**config.mk**
```make
export PLATFORM = sky130hd
export DESIGN_NAME = ex_stage_top
export DESIGN_NICKNAME = d
export VERILOG_FILES = /design/src/hdl/ex_pkg.sv /design/src/hdl/ex_stage_top.sv /design/src/hdl/ex_result_stage.sv /design/src/hdl/ex_branch_unit.sv /design/src/hdl/ex_alu.sv /design/src/hdl/ex_control.sv
export SDC_FILE = /design/constraint.sdc
export NUM_CORES = 1
export LEC_CHECK = 0
export ABC_AREA = 1
export CELL_PAD_IN_SITES_DETAIL_PLACEMENT = 1
export CELL_PAD_IN_SITES_GLOBAL_PLACEMENT = 1
export CORE_ASPECT_RATIO = 1.25
export CORE_MARGIN = 5
export CORE_UTILIZATION = 47
export DETAILED_ROUTE_END_ITERATION = 16
export DONT_BUFFER_PORTS = 1
export GPL_ROUTABILITY_DRIVEN = 0
export PLACE_DENSITY = 0.95
export SLEW_MARGIN = 20
export SYNTH_ARGS = -nofsm -noshare
export SYNTH_HDL_FRONTEND = slang
export SYNTH_HIERARCHICAL = 1
export SYNTH_SLANG_ARGS = --single-unit
```
**constraint.sdc**
```tcl
create_clock -name clk -period 1.75 [get_ports clk]
set_input_delay 0.2625 -clock clk [delete_from_list [all_inputs] [get_ports clk]]
set_output_delay 0.2625 -clock clk [all_outputs]
set_load 0.03 [all_outputs]
```
**src/hdl/ex_pkg.sv**
```systemverilog
// Execute stage shared widths, flag positions and encodings
`default_nettype none

package ex_pkg;

    ////////////////////////////////////////////////////////////
    // Widths and flag layout
    ////////////////////////////////////////////////////////////
    localparam int data_w    = 16;      // Fixed by the instruction set
    localparam int reg_idx_w = 4;       // 16 architectural registers

    localparam int flag_z = 0;          // Zero
    localparam int flag_v = 1;          // Signed overflow
    localparam int flag_n = 2;          // Negative

    // Decoded instruction opcodes
    typedef enum logic [3:0] {
        OP_ADD  = 4'h0,
        OP_SUB  = 4'h1,
        OP_NAND = 4'h2,
        OP_XOR  = 4'h3,
        OP_SLL  = 4'h4,
        OP_SRL  = 4'h5,
        OP_SRA  = 4'h6,
        OP_LW   = 4'h8,
        OP_SW   = 4'h9,
        OP_LHB  = 4'ha,
        OP_LLB  = 4'hb,
        OP_B    = 4'hc,
        OP_CALL = 4'hd,
        OP_RET  = 4'he,
        OP_NOP  = 4'hf
    } ex_opcode_e;

    // ALU operations, same codes as the low opcode bits
    typedef enum logic [2:0] {
        ALU_ADD  = 3'd0,
        ALU_SUB  = 3'd1,
        ALU_NAND = 3'd2,
        ALU_XOR  = 3'd3,
        ALU_SLL  = 3'd4,
        ALU_SRL  = 3'd5,
        ALU_SRA  = 3'd6
    } alu_op_e;

    // Branch conditions as carried in the instruction
    typedef enum logic [2:0] {
        COND_NE = 3'd0, COND_EQ = 3'd1, COND_GT  = 3'd2, COND_LT     = 3'd3,
        COND_GE = 3'd4, COND_LE = 3'd5, COND_OVF = 3'd6, COND_ALWAYS = 3'd7
    } ex_cond_e;

endpackage

`default_nettype wire
```
**src/hdl/ex_stage_top.sv**
```systemverilog
// Execute stage top, ties decode, ALU, branch unit and result register together
`timescale 1ns/10ps
`default_nettype none

module ex_stage_top #(
    parameter int unsigned STACK_REG = 15              // Stack pointer register index
) (
    input  wire logic                          clk,
    input  wire logic                          rst_n,
    input  wire logic                          in_valid,    // One-cycle issue strobe
    input  wire ex_pkg::ex_opcode_e            opcode,
    input  wire logic [ex_pkg::data_w-1:0]     rs_data,
    input  wire logic [ex_pkg::data_w-1:0]     rt_data,
    input  wire logic [ex_pkg::data_w-1:0]     imm,         // Sign-extended
    input  wire logic [3:0]                    shamt,
    input  wire ex_pkg::ex_cond_e              cond,
    input  wire logic [ex_pkg::reg_idx_w-1:0]  dest,
    input  wire logic [ex_pkg::data_w-1:0]     pc,
    input  wire logic [ex_pkg::data_w-1:0]     sp_value,
    output logic                               out_valid,
    output logic      [ex_pkg::data_w-1:0]     result,
    output logic      [ex_pkg::data_w-1:0]     store_data,
    output logic      [ex_pkg::reg_idx_w-1:0]  out_dest,
    output logic                               reg_write,
    output logic                               mem_read,
    output logic                               mem_write,
    output logic                               mem_to_reg,
    output logic                               pc_redirect,
    output logic      [ex_pkg::data_w-1:0]     pc_target
);
    import ex_pkg::*;

    alu_op_e              alu_op;
    logic                 alu_src_imm;
    logic                 flag_en;
    logic                 load_half;
    logic                 half_low;
    logic                 is_branch;
    logic                 is_call;
    logic                 is_ret;
    logic [reg_idx_w-1:0] wb_dest;
    logic                 ctl_valid;
    logic                 ctl_reg_write;
    logic                 ctl_mem_read;
    logic                 ctl_mem_write;
    logic                 ctl_mem_to_reg;
    logic [data_w-1:0]    alu_b;        // Operand 2
    logic [data_w-1:0]    alu_out;
    logic [2:0]           alu_flags;

    assign alu_b = alu_src_imm ? imm : rt_data;

    ////////////////////////////////////////////////////////////
    // Blocks
    ////////////////////////////////////////////////////////////
    ex_control #(.STACK_REG(STACK_REG)) u_control (
        .clk(clk), .rst_n(rst_n), .in_valid(in_valid), .opcode(opcode), .dest(dest),
        .alu_op(alu_op), .alu_src_imm(alu_src_imm), .flag_en(flag_en),
        .load_half(load_half), .half_low(half_low), .is_branch(is_branch),
        .is_call(is_call), .is_ret(is_ret), .wb_dest(wb_dest), .ctl_valid(ctl_valid),
        .ctl_reg_write(ctl_reg_write), .ctl_mem_read(ctl_mem_read),
        .ctl_mem_write(ctl_mem_write), .ctl_mem_to_reg(ctl_mem_to_reg));

    ex_alu u_alu (
        .a(rs_data), .b(alu_b), .shamt(shamt), .alu_op(alu_op),
        .alu_out(alu_out), .alu_flags(alu_flags));

    ex_branch_unit u_branch (
        .clk(clk), .rst_n(rst_n), .flag_en(flag_en), .alu_op(alu_op),
        .alu_flags(alu_flags), .is_branch(is_branch), .is_call(is_call), .is_ret(is_ret),
        .cond(cond), .pc(pc), .imm(imm), .sp_value(sp_value),
        .pc_redirect(pc_redirect), .pc_target(pc_target));

    ex_result_stage u_result (
        .clk(clk), .rst_n(rst_n), .ctl_valid(ctl_valid), .ctl_reg_write(ctl_reg_write),
        .ctl_mem_read(ctl_mem_read), .ctl_mem_write(ctl_mem_write),
        .ctl_mem_to_reg(ctl_mem_to_reg), .wb_dest(wb_dest), .load_half(load_half),
        .half_low(half_low), .is_call(is_call), .alu_out(alu_out), .rt_data(rt_data),
        .imm(imm), .pc(pc), .out_valid(out_valid), .result(result),
        .store_data(store_data), .out_dest(out_dest), .reg_write(reg_write),
        .mem_read(mem_read), .mem_write(mem_write), .mem_to_reg(mem_to_reg));

endmodule

`default_nettype wire

```
**src/hdl/ex_result_stage.sv**
```systemverilog
// Execute stage output register, load-half merge and store data select
`timescale 1ns/10ps
`default_nettype none

module ex_result_stage (
    input  wire logic                          clk,
    input  wire logic                          rst_n,
    input  wire logic                          ctl_valid,
    input  wire logic                          ctl_reg_write,
    input  wire logic                          ctl_mem_read,
    input  wire logic                          ctl_mem_write,
    input  wire logic                          ctl_mem_to_reg,
    input  wire logic [ex_pkg::reg_idx_w-1:0]  wb_dest,
    input  wire logic                          load_half,
    input  wire logic                          half_low,
    input  wire logic                          is_call,
    input  wire logic [ex_pkg::data_w-1:0]     alu_out,
    input  wire logic [ex_pkg::data_w-1:0]     rt_data,
    input  wire logic [ex_pkg::data_w-1:0]     imm,
    input  wire logic [ex_pkg::data_w-1:0]     pc,
    output logic                               out_valid,
    output logic      [ex_pkg::data_w-1:0]     result,      // ALU result or address
    output logic      [ex_pkg::data_w-1:0]     store_data,
    output logic      [ex_pkg::reg_idx_w-1:0]  out_dest,
    output logic                               reg_write,
    output logic                               mem_read,
    output logic                               mem_write,
    output logic                               mem_to_reg
);
    import ex_pkg::*;

    logic [data_w-1:0] half_merged;
    logic [data_w-1:0] result_d;
    logic [data_w-1:0] store_d;

    // Immediate byte replaces one half of rt
    assign half_merged = half_low ? {rt_data[data_w-1:8], imm[7:0]}   // LLB
                                  : {imm[7:0], rt_data[7:0]};          // LHB
    assign result_d    = load_half ? half_merged : alu_out;
    assign store_d     = is_call ? pc : rt_data;    // Call pushes return address

    ////////////////////////////////////////////////////////////
    // Pipeline register
    ////////////////////////////////////////////////////////////
    always_ff @(posedge clk or negedge rst_n) begin
        if (!rst_n) begin
            out_valid  <= 1'b0;
            reg_write  <= 1'b0;
            mem_read   <= 1'b0;
            mem_write  <= 1'b0;
            mem_to_reg <= 1'b0;
        end else begin
            out_valid  <= ctl_valid;
            reg_write  <= ctl_reg_write;
            mem_read   <= ctl_mem_read;
            mem_write  <= ctl_mem_write;
            mem_to_reg <= ctl_mem_to_reg;
        end
    end

    // Payload
    always_ff @(posedge clk) begin
        result     <= result_d;
        store_data <= store_d;
        out_dest   <= wb_dest;
    end

    // Memory stage sees one access kind at a time
    a_mem_excl: assert property (@(posedge clk) disable iff (!rst_n)
        !(mem_read && mem_write));

endmodule

`default_nettype wire

```
**src/hdl/ex_branch_unit.sv**
```systemverilog
// Execute stage branch unit, flag register, condition check and registered redirect
`timescale 1ns/10ps
`default_nettype none

module ex_branch_unit (
    input  wire logic                       clk,
    input  wire logic                       rst_n,
    input  wire logic                       flag_en,      // Valid flag-setting op
    input  wire ex_pkg::alu_op_e            alu_op,
    input  wire logic [2:0]                 alu_flags,
    input  wire logic                       is_branch,
    input  wire logic                       is_call,
    input  wire logic                       is_ret,
    input  wire ex_pkg::ex_cond_e           cond,
    input  wire logic [ex_pkg::data_w-1:0]  pc,           // Next instruction address
    input  wire logic [ex_pkg::data_w-1:0]  imm,
    input  wire logic [ex_pkg::data_w-1:0]  sp_value,     // Popped return address
    output logic                            pc_redirect,
    output logic      [ex_pkg::data_w-1:0]  pc_target
);
    import ex_pkg::*;

    logic [2:0]        flags_q;     // Z, V, N as of the last flag-setting op
    logic              taken;
    logic [data_w-1:0] target_d;

    ////////////////////////////////////////////////////////////
    // Flag register
    ////////////////////////////////////////////////////////////
    always_ff @(posedge clk or negedge rst_n) begin
        if (!rst_n) begin
            flags_q <= '0;
        end else if (flag_en) begin
            flags_q[flag_z] <= alu_flags[flag_z];           // Every flag op
            if (alu_op == ALU_ADD || alu_op == ALU_SUB) begin
                flags_q[flag_v] <= alu_flags[flag_v];       // Arithmetic only
                flags_q[flag_n] <= alu_flags[flag_n];
            end
        end
    end

    // Condition against the stored flags, not this cycle's ALU
    always_comb begin
        case (cond)
            COND_NE:  taken = !flags_q[flag_z];
            COND_EQ:  taken = flags_q[flag_z];
            COND_GT:  taken = !flags_q[flag_z] && !flags_q[flag_n];
            COND_LT:  taken = flags_q[flag_n];
            COND_GE:  taken = flags_q[flag_z] || !flags_q[flag_n];
            COND_LE:  taken = flags_q[flag_z] || flags_q[flag_n];
            COND_OVF: taken = flags_q[flag_v];
            default:  taken = 1'b1;                         // Unconditional
        endcase
    end

    // Target select
    always_comb begin
        if (is_call) begin
            target_d = {pc[data_w-1:12], imm[11:0]};        // Page-relative call
        end else if (is_ret) begin
            target_d = sp_value;
        end else begin
            target_d = pc + imm;                            // Relative branch
        end
    end

    ////////////////////////////////////////////////////////////
    // Redirect register
    ////////////////////////////////////////////////////////////
    always_ff @(posedge clk or negedge rst_n) begin
        if (!rst_n) begin
            pc_redirect <= 1'b0;
        end else begin
            pc_redirect <= is_call || is_ret || (is_branch && taken);
        end
    end

    always_ff @(posedge clk) begin
        pc_target <= target_d;
    end

    // Back-to-back redirects need a control transfer issued behind each
    a_redirect_src: assert property (@(posedge clk) disable iff (!rst_n)
        pc_redirect && $past(pc_redirect) |-> $past(is_branch || is_call || is_ret));

endmodule

`default_nettype wire

```
**src/hdl/ex_alu.sv**
```systemverilog
// Execute stage ALU, add/sub/nand/xor/shifts with zero, overflow and sign flags
`timescale 1ns/10ps
`default_nettype none

module ex_alu (
    input  wire logic [ex_pkg::data_w-1:0]  a,          // rs operand
    input  wire logic [ex_pkg::data_w-1:0]  b,          // rt or imm
    input  wire logic [3:0]                 shamt,      // Shift amount
    input  wire ex_pkg::alu_op_e            alu_op,
    output logic      [ex_pkg::data_w-1:0]  alu_out,
    output logic      [2:0]                 alu_flags   // Z, V, N by flag index
);
    import ex_pkg::*;

    logic [data_w-1:0] sum;
    logic [data_w-1:0] diff;
    logic              add_ovf;
    logic              sub_ovf;

    ////////////////////////////////////////////////////////////
    // Adder paths
    ////////////////////////////////////////////////////////////
    assign sum  = a + b;            // Wraps on overflow
    assign diff = a - b;

    // Like signs in, other sign out
    assign add_ovf = (a[data_w-1] == b[data_w-1]) && (sum[data_w-1] != a[data_w-1]);
    // Unlike signs in, result sign differs from a
    assign sub_ovf = (a[data_w-1] != b[data_w-1]) && (diff[data_w-1] != a[data_w-1]);

    // Result select
    always_comb begin
        case (alu_op)
            ALU_ADD:  alu_out = sum;
            ALU_SUB:  alu_out = diff;
            ALU_NAND: alu_out = ~(a & b);
            ALU_XOR:  alu_out = a ^ b;
            ALU_SLL:  alu_out = a << shamt;
            ALU_SRL:  alu_out = a >> shamt;             // Zero fill
            ALU_SRA:  alu_out = $signed(a) >>> shamt;   // Sign fill
            default:  alu_out = '0;
        endcase
    end

    // Flags from the result, overflow only meaningful for add/sub
    always_comb begin
        alu_flags         = '0;
        alu_flags[flag_z] = (alu_out == '0);
        alu_flags[flag_n] = alu_out[data_w-1];
        case (alu_op)
            ALU_ADD: alu_flags[flag_v] = add_ovf;
            ALU_SUB: alu_flags[flag_v] = sub_ovf;
            default: alu_flags[flag_v] = 1'b0;
        endcase
    end

endmodule

`default_nettype wire

```
**src/hdl/ex_control.sv**
```systemverilog
// Execute stage decoder, opcode to datapath selects and gated control strobes
`timescale 1ns/10ps
`default_nettype none

module ex_control #(
    parameter int unsigned STACK_REG = 15             // Stack pointer register index
) (
    input  wire logic                           clk,
    input  wire logic                           rst_n,
    input  wire logic                           in_valid,      // Issue strobe
    input  wire ex_pkg::ex_opcode_e             opcode,
    input  wire logic [ex_pkg::reg_idx_w-1:0]   dest,
    output ex_pkg::alu_op_e                     alu_op,
    output logic                                alu_src_imm,   // Operand 2 is imm
    output logic                                flag_en,
    output logic                                load_half,
    output logic                                half_low,      // LLB, else LHB
    output logic                                is_branch,
    output logic                                is_call,
    output logic                                is_ret,
    output logic [ex_pkg::reg_idx_w-1:0]        wb_dest,
    output logic                                ctl_valid,
    output logic                                ctl_reg_write,
    output logic                                ctl_mem_read,
    output logic                                ctl_mem_write,
    output logic                                ctl_mem_to_reg
);
    import ex_pkg::*;

    // Raw decode, before the issue strobe qualifies it
    logic dec_reg_write;
    logic dec_mem_read;
    logic dec_mem_write;
    logic dec_mem_to_reg;
    logic dec_flag_en;
    logic dec_branch;
    logic dec_call;
    logic dec_ret;

    ////////////////////////////////////////////////////////////
    // Opcode decode
    ////////////////////////////////////////////////////////////
    always_comb begin
        alu_op         = ALU_ADD;   // Address and stack adds
        alu_src_imm    = 1'b0;
        load_half      = 1'b0;
        half_low       = 1'b0;
        dec_reg_write  = 1'b0;
        dec_mem_read   = 1'b0;
        dec_mem_write  = 1'b0;
        dec_mem_to_reg = 1'b0;
        dec_flag_en    = 1'b0;
        dec_branch     = 1'b0;
        dec_call       = 1'b0;
        dec_ret        = 1'b0;
        case (opcode)
            OP_ADD, OP_SUB, OP_NAND, OP_XOR, OP_SLL, OP_SRL, OP_SRA: begin
                alu_op        = alu_op_e'(opcode[2:0]);  // Codes line up
                dec_reg_write = 1'b1;
                dec_flag_en   = 1'b1;
            end
            OP_LW: begin
                alu_src_imm    = 1'b1;      // rs + imm
                dec_reg_write  = 1'b1;
                dec_mem_read   = 1'b1;
                dec_mem_to_reg = 1'b1;
            end
            OP_SW: begin
                alu_src_imm   = 1'b1;
                dec_mem_write = 1'b1;
            end
            OP_LHB, OP_LLB: begin
                load_half     = 1'b1;
                half_low      = (opcode == OP_LLB);
                dec_reg_write = 1'b1;
            end
            OP_B:    dec_branch = 1'b1;
            OP_CALL: begin
                dec_call      = 1'b1;
                dec_reg_write = 1'b1;       // Updated stack pointer
                dec_mem_write = 1'b1;       // Push return address
            end
            OP_RET: begin
                dec_ret       = 1'b1;
                dec_reg_write = 1'b1;
            end
            default: ;                      // NOP and unused codes
        endcase
    end

    // Strobes only live in the issue cycle
    assign ctl_valid      = in_valid;
    assign ctl_reg_write  = in_valid && dec_reg_write;
    assign ctl_mem_read   = in_valid && dec_mem_read;
    assign ctl_mem_write  = in_valid && dec_mem_write;
    assign ctl_mem_to_reg = in_valid && dec_mem_to_reg;
    assign flag_en        = in_valid && dec_flag_en;
    assign is_branch      = in_valid && dec_branch;
    assign is_call        = in_valid && dec_call;
    assign is_ret         = in_valid && dec_ret;

    // Call and return write back the stack pointer
    assign wb_dest = (dec_call || dec_ret) ? reg_idx_w'(STACK_REG) : dest;

    // At most one kind of control transfer per issue
    a_xfer_onehot: assert property (@(posedge clk) disable iff (!rst_n)
        $onehot0({is_branch, is_call, is_ret}));

endmodule

`default_nettype wire

```
==> out/metrics.csv, run 1 <==
stage,metric,value,unit
status,status,did not finish,
status,stop_stage,global routing,
status,tool.error,[ERROR GRT-0116] Global routing finished with congestion. Check the congestion regions in the DRC Viewer.,
grt,grt_max_degree,59,
logic_synthesis,synth_seq_cells,61,
logic_synthesis,synth_cell_types,42,
logic_synthesis,synth_fp_nets,1558,
logic_synthesis,async_flop_share,0.148,
logic_synthesis,synth-main-ff-cell,dfxtp_1,
clock_network,cts_buffers,9,
logic_synthesis,yosysSeqAreaShare,0.166,
logic_synthesis,ys_top_cells_by_count,"546 x nand2_1, 185 x nand3_1, 171 x inv_1, 147 x nor2_1, 52 x dfxtp_1",
place,dp_slack,-1.65,ns
place,dp_cells,1751,
clock_network,htree_levels,3,
clock_network,cts-root-buf,clkbuf_16,
place,numPortBuffers,0,
floorplan,die_x,124,um
clock_network,cts_buffer_depth,2,
place,hpwl,34100,um
grt,grt_usage,0.839,
logic_synthesis,yosysWarnings,6,
floorplan,start_util,0.473,
logic_synthesis,synth_cells,1410,
logic_synthesis,synth_area_per_cell,5.39,sq um
logic_synthesis,yosys.area.top_type,nand2_1,
grt,first_global_vias,16400,
logic_synthesis,synth_top_area_share,0.269,
logic_synthesis,synth-edff-count,0,
logic_synthesis,synth.most_common_cell,nand2_1,
floorplan,io-pin-count,156,
logic_synthesis,ys_top_cells_by_area,"nand2_1 27%, dfxtp_1 14%, nand3_1 12%, inv_1 8.4%, ha_1 7.7%",
grt,grt_remaining_overflow,292,
logic_synthesis,syn_area,7610,sq um
clock_network,cts.sinks,61,
floorplan,rows,52,
floorplan,die_y,152,um
grt,grt_pass1_wl,121000,um
## stage by stage
step	cell area [sq um]	TNS [ns]
2_1_floorplan	7810	-9.45
3_3_place_gp	9100	-17.86
3_5_place_dp	9100	-22.32
4_1_cts	10400	-12.95
## metal layers
layer  track usage  overflow
met3         0.756        15
met1         0.831         2
met5         0.361         0
met2         0.952       161
met4         0.835       114
## kinds of logic after synthesis
| logic type | Yosys count | synth area share |
|---|---|---|
| xor gates and xnor gates | 9 | 0.0104 |
| DFF | 61 | 0.166 |
| and+or+nand+nor | 944 | 0.520 |
| buffers and inverters | 237 | 0.139 |
| muxes | 1 | 0.00148 |
| AOI/OAI and AO/OA | 108 | 0.0770 |
| adders and majority gates | 50 | 0.0852 |
## repair_timing
item | in CTS
gates cloned | 2
gates resized for setup | 207
endpoints found under the setup margin | 19
buffers inserted | 20
endpoints found under the hold margin | 10
pin swaps | 58
hold buffers | 2
==> run 2: changes to the inputs <==
--- a/config.mk
+++ b/config.mk
@@ -6,15 +6,12 @@
 export NUM_CORES = 1
 export LEC_CHECK = 0
 export ABC_AREA = 1
-export CELL_PAD_IN_SITES_DETAIL_PLACEMENT = 1
-export CELL_PAD_IN_SITES_GLOBAL_PLACEMENT = 1
-export CORE_ASPECT_RATIO = 1.25
 export CORE_MARGIN = 5
-export CORE_UTILIZATION = 47
+export CORE_UTILIZATION = 40
 export DETAILED_ROUTE_END_ITERATION = 16
 export DONT_BUFFER_PORTS = 1
 export GPL_ROUTABILITY_DRIVEN = 0
-export PLACE_DENSITY = 0.95
+export PLACE_DENSITY_LB_ADDON = 0.15
 export SLEW_MARGIN = 20
 export SYNTH_ARGS = -nofsm -noshare
 export SYNTH_HDL_FRONTEND = slang
==> run 2 against run 1 <==
  * The flow now finishes, with violations (negative setup slack)
  * Synthesized cell count did not move
  * Synthesized area did not move
==> out/metrics.csv, run 2 <==
stage,metric,value,unit,change
setup_path,cp-end-kind,register,,
clock_network,cts_buffers,9,,unchanged
setup_path,reg2reg_to,u_branch/pc_redirect$_DFF_PN0_,,
status,violations,negative setup slack,,
logic_synthesis,synth-main-ff-cell,dfxtp_1,,
routing,drt_wl_total,33100,um,
layout,final_cell_mix,"471 x nand2_1, 193 x buf_4, 159 x nand3_1",,
timing,min_period_over_period,1.45,,
timing,fin_crit,2.54,ns,
grt,grt_usage,0.286,,
layout,seq_area,1270,sq um,
floorplan,die_x,148,um,+19%
logic_synthesis,synth_compound_area_frac,0.0770,,unchanged
logic_synthesis,synth_top_family_by_area,simple AND/OR/NAND/NOR gates,,
grt,grt_max_degree,59,,
clock_network,htree_levels,3,,unchanged
floorplan,io-pin-count,156,,unchanged
timing,tns,-10.46,ns,
timing,skew,0.00290,ns,
power,ir_worst_vdd,0.000465,V,
logic_synthesis,synth-xor-area-share,0.0104,,unchanged
logic_synthesis,synth.most_common_cell,nand2_1,,
routing,wl_per_cell,18.1,um,
layout,antenna-diode-count,0,,
logic_synthesis,async_flop_share,0.148,,unchanged
worst_hold_path,hold_path.class,in -> reg,,
setup_path,r2r_cells,6,,
logic_synthesis,muxShareOfSynthArea,0.00148,,unchanged
setup_path,timing.rr.start,u_branch/flags_q[0]$_DFFE_PN0P_,,
floorplan,core,18700,sq um,
routing,first_iter_violations,1062,,
timing,final_hold_viol_count,0,,
routing,ant_nets,0,,
setup_path,worst_path_dominant_cell_family,simple AND/OR/NAND/NOR gates,,
place,numPortBuffers,0,,unchanged
setup_path,setup.worst_path.end,u_result/result[2]$_DFF_P_,,
routing,vias,9810,,
floorplan,die_y,148,um,-2.8%
setup_path,slowest_stage,fa_2,,
logic_synthesis,synth_fp_nets,1558,,unchanged
routing,drt-pass1-iter-count,6,,
floorplan,fp.dieArea,21900,sq um,
power,totalPowerFinal,7.21,mW,
logic_synthesis,ys_top_cells_by_area,"nand2_1 27%, dfxtp_1 14%, nand3_1 12%, inv_1 8.4%, ha_1 7.7%",,
logic_synthesis,ys_top_cells_by_count,"546 x nand2_1, 185 x nand3_1, 171 x inv_1, 147 x nor2_1, 52 x dfxtp_1",,
layout,reg_top3,"u_branch/pc_target (16), u_result/result (16), u_result/store_data (16)",,
logic_synthesis,synth_area_per_cell,5.39,sq um,unchanged
grt,grt_remaining_overflow,0,,
timing,fin_ws,-0.793,ns,
logic_synthesis,yosys.area.top_type,nand2_1,,
timing,hold_ws,0.0256,ns,
run,drv_cap,0,,
layout,post-route-util,0.567,,
timing,relSlewSlack,0.594,,
power,leakage,5.62,nW,
setup_path,arrival,2.77,ns,
logic_synthesis,synth_top_area_share,0.269,,unchanged
setup_path,path_class,in -> reg,,
grt,antenna_found_initial,0,,
setup_path,crit_cells,25,,
routing,drc,0,,
setup_path,crit_buf_inv,10,,
logic_synthesis,synth_seq_cells,61,,unchanged
setup_path,critPathMaxStageDelay,0.35,ns,
timing,slew_viol_final,0,,
layout,final_common_cell,nand2_1,,
clock_network,cts_tree,built,,
layout,num-fill-cells,1816,,
clock_network,cts_buffer_depth,2,,unchanged
routing,viasPerCell,5.37,,
worst_hold_path,hold_depth,1,,
floorplan,start_util,0.407,,-0.0667
logic_synthesis,synthAdderAreaFrac,0.0852,,unchanged
logic_synthesis,synth-edff-count,0,,unchanged
timing,worst_pin_slew,0.602,ns,
clock_network,insertion_delay,0.33,ns,
layout,drive_gt1_frac,0.310,,
layout,nets,1735,,
setup_path,cp_data_required_time,1.98,ns,
power,power_density,680,nW/um^2,
logic_synthesis,yosysWarnings,6,,unchanged
timing,grt_setup_unrepaired,yes,,
grt,first_global_vias,8904,,
logic_synthesis,yosysSeqAreaShare,0.166,,unchanged
layout,area_growth_syn_to_layout,39.5,%,
floorplan,rows,50,,-3.8%
timing,fmax,393,MHz,
status,status,"complete, but fails checks",,
setup_path,cp_max_fo,7,,
clock_network,cts.sinks,61,,unchanged
setup_path,startpoint_type,input port,,
logic_synthesis,synthSimpleGateAreaFrac,0.520,,unchanged
clock_network,cts-root-buf,clkbuf_16,,
place,hpwl,26400,um,-23%
layout,multi_input_area,6230,sq um,
place,dp_slack,-1.33,ns,+0.319 ns
setup_path,crit_start,opcode[3],,
setup_path,r2r_slack,0.62,ns,
logic_synthesis,syn_area,7610,sq um,unchanged
clock_network,clk_pin_slew,0.05,ns,
logic_synthesis,synth_cells,1410,,unchanged
timing,setup_violations,19,,
grt,grt_pass1_wl,49300,um,
logic_synthesis,synth_cell_types,42,,unchanged
[run 2: how the worst min path moves through the flow]
| stage | startpoint | to | slack, ns |
|---|---|---|---|
| 2_1_floorplan | rst_n | u_branch/flags_q[0]$_DFFE_PN0P_ | -0.03 |
| 3_3_place_gp | rst_n | u_branch/flags_q[1]$_DFFE_PN0P_ | -0.03 |
| 3_5_place_dp | rst_n | u_branch/flags_q[2]$_DFFE_PN0P_ | -0.03 |
| 4_1_cts | dest[1] | u_result/out_dest[1]$_DFF_P_ | 0.02 |
| 5_1_grt | dest[1] | u_result/out_dest[1]$_DFF_P_ | 0.02 |
| 6_report | dest[1] | u_result/out_dest[1]$_DFF_P_ | 0.03 |
[run 2: per-layer routing]
layer  global-route usage  vias up  routed length (um)
met4                0.113        0                1320
met1                0.385     4416               13900
met3               0.0898       82                3640
met5                    0        -                   0
met2                0.426      516               14200
li1                     -     4796                   -
[run 2: report_power, final]
group	internal [mW]	switching [mW]
clock network	1.14	0.644
registers	1.60	0.479
logic	1.47	1.88
[run 2: worst reg2reg max path, delay by kind of cell, from the launching register on]
kind / cells / cell delay (ns)
flip-flops: 1 / 0.35
AND/OR/NAND/NOR: 3 / 0.24
buffers and inverters: 1 / 0.12
AO/OA/AOI/OAI: 2 / 0.27
[run 2: logic make-up (layout without fill, tap and decap cells)]
logic type               count (synthesis)  count (layout)
XOR/XNOR                                 9               9
AND/OR/NAND/NOR                        944             944
buffers and inverters                  237             419
flip-flops                              61              61
multiplexers                             1               1
AO/OA/AOI/OAI                          108             108
adder cells (fa/ha/maj)                 50              50
[run 2: per-stage QoR]
step	area [sq um]	std cells
global route	10600	1826
detailed placement	9200	1779
CTS	10200	1813
floorplan	7810	1410
finish	10600	1826
global placement	9200	1779
[run 2: cell type report]
cell class	count	area share
Inverter	185	0.0697
Sequential cell	61	0.119
Clock buffer	12	0.0232
Multi-Input combinational cell	1112	0.587
Tap cell	234	0.0276
Timing Repair Buffer	218	0.169
Clock inverter	4	0.00448
[run 2: repair_timing]
| item | CTS | global route |
|---|---|---|
| hold buffers | 2 | 0 |
| pin swaps | 77 | 62 |
| hold endpoints to repair | 10 | 0 |
| cloned | 1 | 0 |
| resized for setup | 142 | 103 |
| setup endpoints to repair | 19 | 19 |
| buffers inserted | 17 | 16 |
No activity file was read; power rests on OpenSTA's default activity.
==> run 3: changes to the inputs <==
--- a/config.mk
+++ b/config.mk
@@ -12,6 +12,7 @@
 export DONT_BUFFER_PORTS = 1
 export GPL_ROUTABILITY_DRIVEN = 0
 export PLACE_DENSITY_LB_ADDON = 0.15
+export REMOVE_ABC_BUFFERS = 1
 export SLEW_MARGIN = 20
 export SYNTH_ARGS = -nofsm -noshare
 export SYNTH_HDL_FRONTEND = slang
==> run 3 against run 2 <==
  * The run still ends with negative setup slack left
  * Register-to-register slack barely moved
  * Highest routed layer unchanged
  * Clock skew increased by 0.0017 ns
  * Wire length hardly changed
  * Cell count is 1.9% higher
  * Clock-buffer cell count is 3 lower
  * Hold slack better by 0.0093 ns
==> out/metrics.csv, run 3 (synthesis results as in run 2) <==
stage,metric,value,unit,change
status,status,"complete, but fails checks",,
status,violations,negative setup slack,,
timing,tns,-9.71,ns,+0.747 ns
clock_network,cts_buffer_depth,2,,unchanged
layout,post-route-util,0.595,,+0.0275
clock_network,clk_pin_slew,0.05,ns,about the same
layout,drive_gt1_frac,0.350,,+0.0407
timing,hold_ws,0.0348,ns,+0.00925 ns
routing,drt_wl_total,33100,um,about the same
floorplan,die_x,148,um,unchanged
power,totalPowerFinal,7.37,mW,+2.2%
routing,ant_nets,0,,unchanged
routing,wl_per_cell,17.8,um,-1.8%
routing,drc,0,,unchanged
clock_network,cts_tree,built,,
timing,setup_violations,19,,unchanged
routing,drt-pass1-iter-count,5,,-1
grt,grt_usage,0.280,,-0.00575
clock_network,cts-root-buf,clkbuf_16,,
timing,slew_viol_final,0,,unchanged
setup_path,timing.rr.start,u_branch/flags_q[0]$_DFFE_PN0P_,,
timing,worst_pin_slew,0.492,ns,-0.111 ns
worst_hold_path,hold_depth,1,,unchanged
place,hpwl,25600,um,-2.8%
layout,antenna-diode-count,0,,unchanged
layout,num-fill-cells,1755,,-3.4%
floorplan,fp.dieArea,21900,sq um,unchanged
layout,reg_top3,"u_branch/pc_target (16), u_result/result (16), u_result/store_data (16)",,
setup_path,r2r_cells,6,,unchanged
power,leakage,5.84,nW,+3.9%
routing,first_iter_violations,1003,,-5.6%
timing,min_period_over_period,1.45,,-0.00713
timing,grt_setup_unrepaired,yes,,
routing,viasPerCell,5.34,,-0.59%
floorplan,core,18700,sq um,unchanged
layout,nets,1770,,+2.0%
grt,first_global_vias,8987,,+0.93%
timing,final_hold_viol_count,0,,unchanged
setup_path,reg2reg_to,u_branch/pc_redirect$_DFF_PN0_,,
worst_hold_path,hold_start,dest[2],,
timing,fmax,395,MHz,+0.49%
setup_path,cp-end-kind,register,,
layout,area_growth_syn_to_layout,46.2,%,
timing,skew,0.00456,ns,+0.00166 ns
timing,fin_crit,2.53,ns,-0.0125 ns
place,numPortBuffers,0,,unchanged
setup_path,startpoint_type,input port,,
grt,grt_remaining_overflow,0,,unchanged
grt,grt_pass1_wl,48500,um,-1.6%
setup_path,r2r_slack,0.61,ns,about the same
setup_path,crit_start,opcode[3],,
floorplan,start_util,0.407,,unchanged
worst_hold_path,min_to,u_result/out_dest[2]$_DFF_P_,,
place,dpl_cell_area,9180,sq um,-0.23%
grt,antenna_found_initial,0,,unchanged
clock_network,insertion_delay,0.33,ns,about the same
timing,relSlewSlack,0.671,,+0.0765
timing,fin_ws,-0.781,ns,+0.0125 ns
setup_path,slowest_stage,fa_2,,
worst_hold_path,hold_path.class,in -> reg,,
layout,final_cell_mix,"460 x nand2_1, 215 x buf_4, 151 x nand3_1",,
setup_path,cp_data_required_time,2.01,ns,+0.03 ns
routing,vias,9939,,+1.3%
power,ir_worst_vdd,0.000538,V,+16%
setup_path,cp_max_fo,6,,-1
floorplan,io-pin-count,156,,unchanged
run,drv_cap,0,,unchanged
setup_path,path_class,in -> reg,,
layout,design_area,11100,sq um,+4.8%
layout,final_common_cell,nand2_1,,
floorplan,die_y,148,um,unchanged
power,power_density,663,nW/um^2,-2.5%
grt,grt_max_degree,54,,-8.5%
clock_network,cts_buffers,9,,unchanged
setup_path,critPathMaxStageDelay,0.34,ns,about the same
clock_network,htree_levels,3,,unchanged
clock_network,cts.sinks,61,,unchanged
floorplan,rows,50,,unchanged
setup_path,arrival,2.79,ns,+0.02 ns
-- run 3: cell types whose count changed in the layout (fill, tap and decap cells not counted), sizes merged --
cell | previous run | this run
buf | 216 | 248
clkbuf | 12 | 10
clkinv | 2 | 5
clkinvlp | 1 | 0
inv | 185 | 188
-- run 3: worst max-delay path, delay by kind of cell --
kind            cells  cell delay [ns]
compound gates      1             0.07
fa+ha+maj           2             0.49
buf+inv             6             0.49
simple gates       19             1.47
-- run 3: per-stage QoR --
step	worst slack, ns	instances
after global routing	-0.948	1861
after CTS	-0.779	1846
after detailed placement	-1.41	1798
after global placement	-1.46	1798
after floorplan	-1.42	1358
final	-0.781	1861
-- run 3: final cells by class --
type | count | area [sq um] | share of cell area
timing repair buffer | 251 | 2110 | 0.190
sequential | 61 | 1270 | 0.114
tap | 234 | 293 | 0.0263
timing repair inverter | 2 | 17.5 | 0.00157
inverter | 185 | 744 | 0.0669
clock inverter | 7 | 72.6 | 0.00652
clock buffer | 9 | 225 | 0.0202
multi-input combinational | 1112 | 6390 | 0.575
-- run 3: worst max path at each step --
stage	slack, ns	depth (start not counted)	to
floorplan	-1.42	26	u_branch/flags_q[0]$_DFFE_PN0P_
detailed placement	-1.41	26	u_branch/flags_q[0]$_DFFE_PN0P_
global route	-0.95	26	u_branch/flags_q[0]$_DFFE_PN0P_
CTS	-0.78	28	u_branch/flags_q[0]$_DFFE_PN0P_
finish	-0.78	28	u_branch/flags_q[0]$_DFFE_PN0P_
global placement	-1.46	25	u_branch/flags_q[0]$_DFFE_PN0P_
-- run 3: metal layers --
metal | GRT usage | vias up | part of all wire
li1 | - | 4863 | -
met1 | 0.375 | 4516 | 0.42
met2 | 0.441 | 488 | 0.45
met3 | 0.0800 | 72 | 0.10
met4 | 0.0804 | 0 | 0.030
met5 | 0 | - | 0
-- run 3: what timing repair did --
item / in CTS / in global routing
endpoints found under the setup margin: 19 / 19
pin swaps: 36 / 95
setup buffers: 34 / 21
hold buffers: 2 / 0
gates cloned: 4 / 1
hold endpoints to repair: 10 / 0
gates resized for setup: 185 / 174
-- run 3: power breakdown --
group	internal, mW	switching [mW]	leakage, nW
logic	1.55	1.95	5.13
registers	1.60	0.482	0.556
clock network	1.11	0.684	0.150
total	4.25	3.12	5.84
==> run 4: changes to the inputs <==
--- a/config.mk
+++ b/config.mk
@@ -13,6 +13,7 @@
 export GPL_ROUTABILITY_DRIVEN = 0
 export PLACE_DENSITY_LB_ADDON = 0.15
 export REMOVE_ABC_BUFFERS = 1
+export SKIP_CTS_REPAIR_TIMING = 1
 export SLEW_MARGIN = 20
 export SYNTH_ARGS = -nofsm -noshare
 export SYNTH_HDL_FRONTEND = slang
==> run 4 against run 3 <==
  * The run still ends with negative setup slack left
  * Power decreased by 5.3%
  * Flip-flop and latch count unchanged
  * Register-to-register slack improved by 0.02 ns
  * Wire length decreased by 5.2%
  * Critical path type unchanged
  * Combinational power decreased by 11%
  * Hold slack improved by 0.0019 ns
  * Global-route usage decreased by 1.6 points
  * Cell count decreased by 1.6%
==> out/metrics.csv, run 4 (synthesis results as in run 2) <==
stage,metric,value,unit,change
status,status,"complete, but fails checks",,
status,violations,negative setup slack,,
power,pwr-share-clk,0.254,,+0.011
power,internal-power,4.08,mW,-4.1%
routing,viasPerCell,5.22,,-2.2%
clock_network,insertion_delay,0.33,ns,about the same
setup_path,crit_buf_inv,6,,unchanged
setup_path,reg2reg_to,u_branch/pc_redirect$_DFF_PN0_,,
timing,skew,0.00247,ns,-0.00209 ns
clock_network,cts-root-buf,clkbuf_16,,
clock_network,cts_buffer_depth,2,,unchanged
grt,grt_max_degree,54,,unchanged
power,switchingPower,2.90,mW,-6.9%
timing,fin_ws,-0.869,ns,-0.0880 ns
setup_path,startpoint_type,input port,,
routing,wl_per_cell,17.1,um,-3.6%
layout,nets,1740,,-1.7%
setup_path,crit_start,opcode[3],,
floorplan,die_y,148,um,unchanged
clock_network,cts.sinks,61,,unchanged
routing,ant_nets,0,,unchanged
layout,num-fill-cells,1886,,+7.5%
layout,final_cell_mix,"495 x nand2_1, 207 x buf_4, 167 x nand3_1",,
routing,drt_wl_total,31400,um,-5.2%
power,p_comb_frac,0.448,,-0.027
worst_hold_path,hold_path.class,in -> reg,,
power,netSwitchingFraction,0.416,,-0.00722
routing,first_iter_violations,875,,-13%
grt,grt_usage,0.265,,-0.0156
setup_path,cp-end-kind,register,,
grt,antenna_found_initial,0,,unchanged
timing,worst_pin_slew,0.504,ns,+0.0120 ns
setup_path,arrival,2.87,ns,+0.08 ns
timing,relSlewSlack,0.663,,-0.00803
power,leakage,5.56,nW,-4.8%
setup_path,path_class,in -> reg,,
setup_path,timing.rr.start,u_branch/flags_q[0]$_DFFE_PN0P_,,
layout,antenna-diode-count,0,,unchanged
setup_path,cp_max_fo,6,,unchanged
routing,drc,0,,unchanged
floorplan,rows,50,,unchanged
power,ir_worst_vdd,0.000536,V,-0.36%
setup_path,crit_cells,28,,unchanged
power,power_density,676,nW/um^2,+2.0%
timing,min_period_over_period,1.50,,+0.0503
floorplan,die_x,148,um,unchanged
setup_path,r2r_cells,6,,unchanged
setup_path,crit_top_cell,nand2_1,,
setup_path,setup.worst_path.end,u_branch/flags_q[0]$_DFFE_PN0P_,,
floorplan,io-pin-count,156,,unchanged
routing,drt-pass1-iter-count,6,,+1
place,hpwl,25600,um,unchanged
setup_path,slowest_stage,fa_2,,
layout,final_common_cell,nand2_1,,
setup_path,critPathMaxStageDelay,0.36,ns,+0.02 ns
timing,grt_setup_unrepaired,yes,,
place,dp_slack,-1.41,ns,unchanged
floorplan,start_util,0.407,,unchanged
layout,area_growth_syn_to_layout,35.8,%,
clock_network,cts_buffers,9,,unchanged
timing,setup_violations,19,,unchanged
floorplan,core,18700,sq um,unchanged
power,seq_power_share,0.298,,+0.016
timing,slew_viol_final,0,,unchanged
setup_path,cp_data_required_time,2.00,ns,about the same
timing,fin_crit,2.62,ns,+0.0880 ns
layout,drive_gt1_frac,0.272,,-0.0780
run,drv_cap,0,,unchanged
grt,first_global_vias,8496,,-5.5%
clock_network,clk_pin_slew,0.05,ns,about the same
timing,final_hold_viol_count,0,,unchanged
setup_path,worst_path_dominant_cell_family,simple AND/OR/NAND/NOR gates,,
clock_network,htree_levels,3,,unchanged
timing,fmax,382,MHz,-3.4%
layout,reg_top3,"u_branch/pc_target (16), u_result/result (16), u_result/store_data (16)",,
grt,grt_remaining_overflow,0,,unchanged
timing,hold_ws,0.0368,ns,+0.00195 ns
grt,grt_pass1_wl,45800,um,-5.6%
routing,vias,9560,,-3.8%
place,numPortBuffers,0,,unchanged
setup_path,r2r_slack,0.63,ns,+0.02 ns
floorplan,fp.dieArea,21900,sq um,unchanged
clock_network,cts_tree,built,,
layout,post-route-util,0.552,,-0.0424
## run 4: cell types whose count changed in the layout (fill, tap and decap cells not counted), moves of 11 or more
cell and delta:
nand3_1 +16, nor2_1 +11, nand2_1 +35, buf_6 -15, inv_1 +26, inv_2 -22
nand3_2 -12, nand2_4 -16, nand2_2 -19
## run 4: through the flow
| stage | std cells | instance area [sq um] | TNS (ns) | total power, mW |
|---|---|---|---|---|
| global placement | 1798 | 9180 | -19.69 | 4.73 |
| finish | 1831 | 10300 | -10.40 | 6.98 |
| CTS | 1814 | 9480 | -12.99 | 6.52 |
| detailed placement | 1798 | 9180 | -19.28 | 4.73 |
| global route | 1831 | 10300 | -13.17 | 7.41 |
| floorplan | 1358 | 7260 | -47.08 | 3.59 |
## run 4: per-layer routing
layer,up-vias,part of all wire,global-route usage
li1,4783,-,-
met1,4275,0.43,0.361
met2,449,0.44,0.408
met3,53,0.10,0.0742
met4,0,0.029,0.0781
met5,-,0,0
## run 4: power groups by stage
| stage | logic, mW | registers, mW | clock network, mW |
|---|---|---|---|
| 6_report | 3.13 | 2.08 | 1.77 |
| 5_1_grt | 3.43 | 2.10 | 1.88 |
| 4_1_cts | 2.63 | 2.09 | 1.80 |
| 3_5_place_dp | 2.62 | 2.11 | 0 |
| 3_3_place_gp | 2.61 | 2.12 | 0 |
| 2_1_floorplan | 1.52 | 2.07 | 0 |
## run 4: layout make-up
class                           count  area [sq um]  share of cell area
Timing Repair inverter              1          8.76            0.000848
Clock buffer                        9           225              0.0218
Inverter                          185           722              0.0699
Multi-Input combinational cell   1112          5970               0.578
Sequential cell                    61          1270               0.123
Tap cell                          234           293              0.0283
Clock inverter                      7          72.6             0.00703
Timing Repair Buffer              222          1770               0.172
## run 4: worst min path at each step
stage	from	end	slack [ns]	cells after the start
after global routing	dest[1]	u_result/out_dest[1]$_DFF_P_	0.03	1
after CTS	rst_n	u_branch/flags_q[2]$_DFFE_PN0P_	-0.38	0
after floorplan	rst_n	u_branch/flags_q[0]$_DFFE_PN0P_	-0.03	0
after global placement	rst_n	u_branch/flags_q[0]$_DFFE_PN0P_	-0.03	0
final	dest[2]	u_result/out_dest[2]$_DFF_P_	0.04	1
after detailed placement	rst_n	u_branch/flags_q[0]$_DFFE_PN0P_	-0.03	0
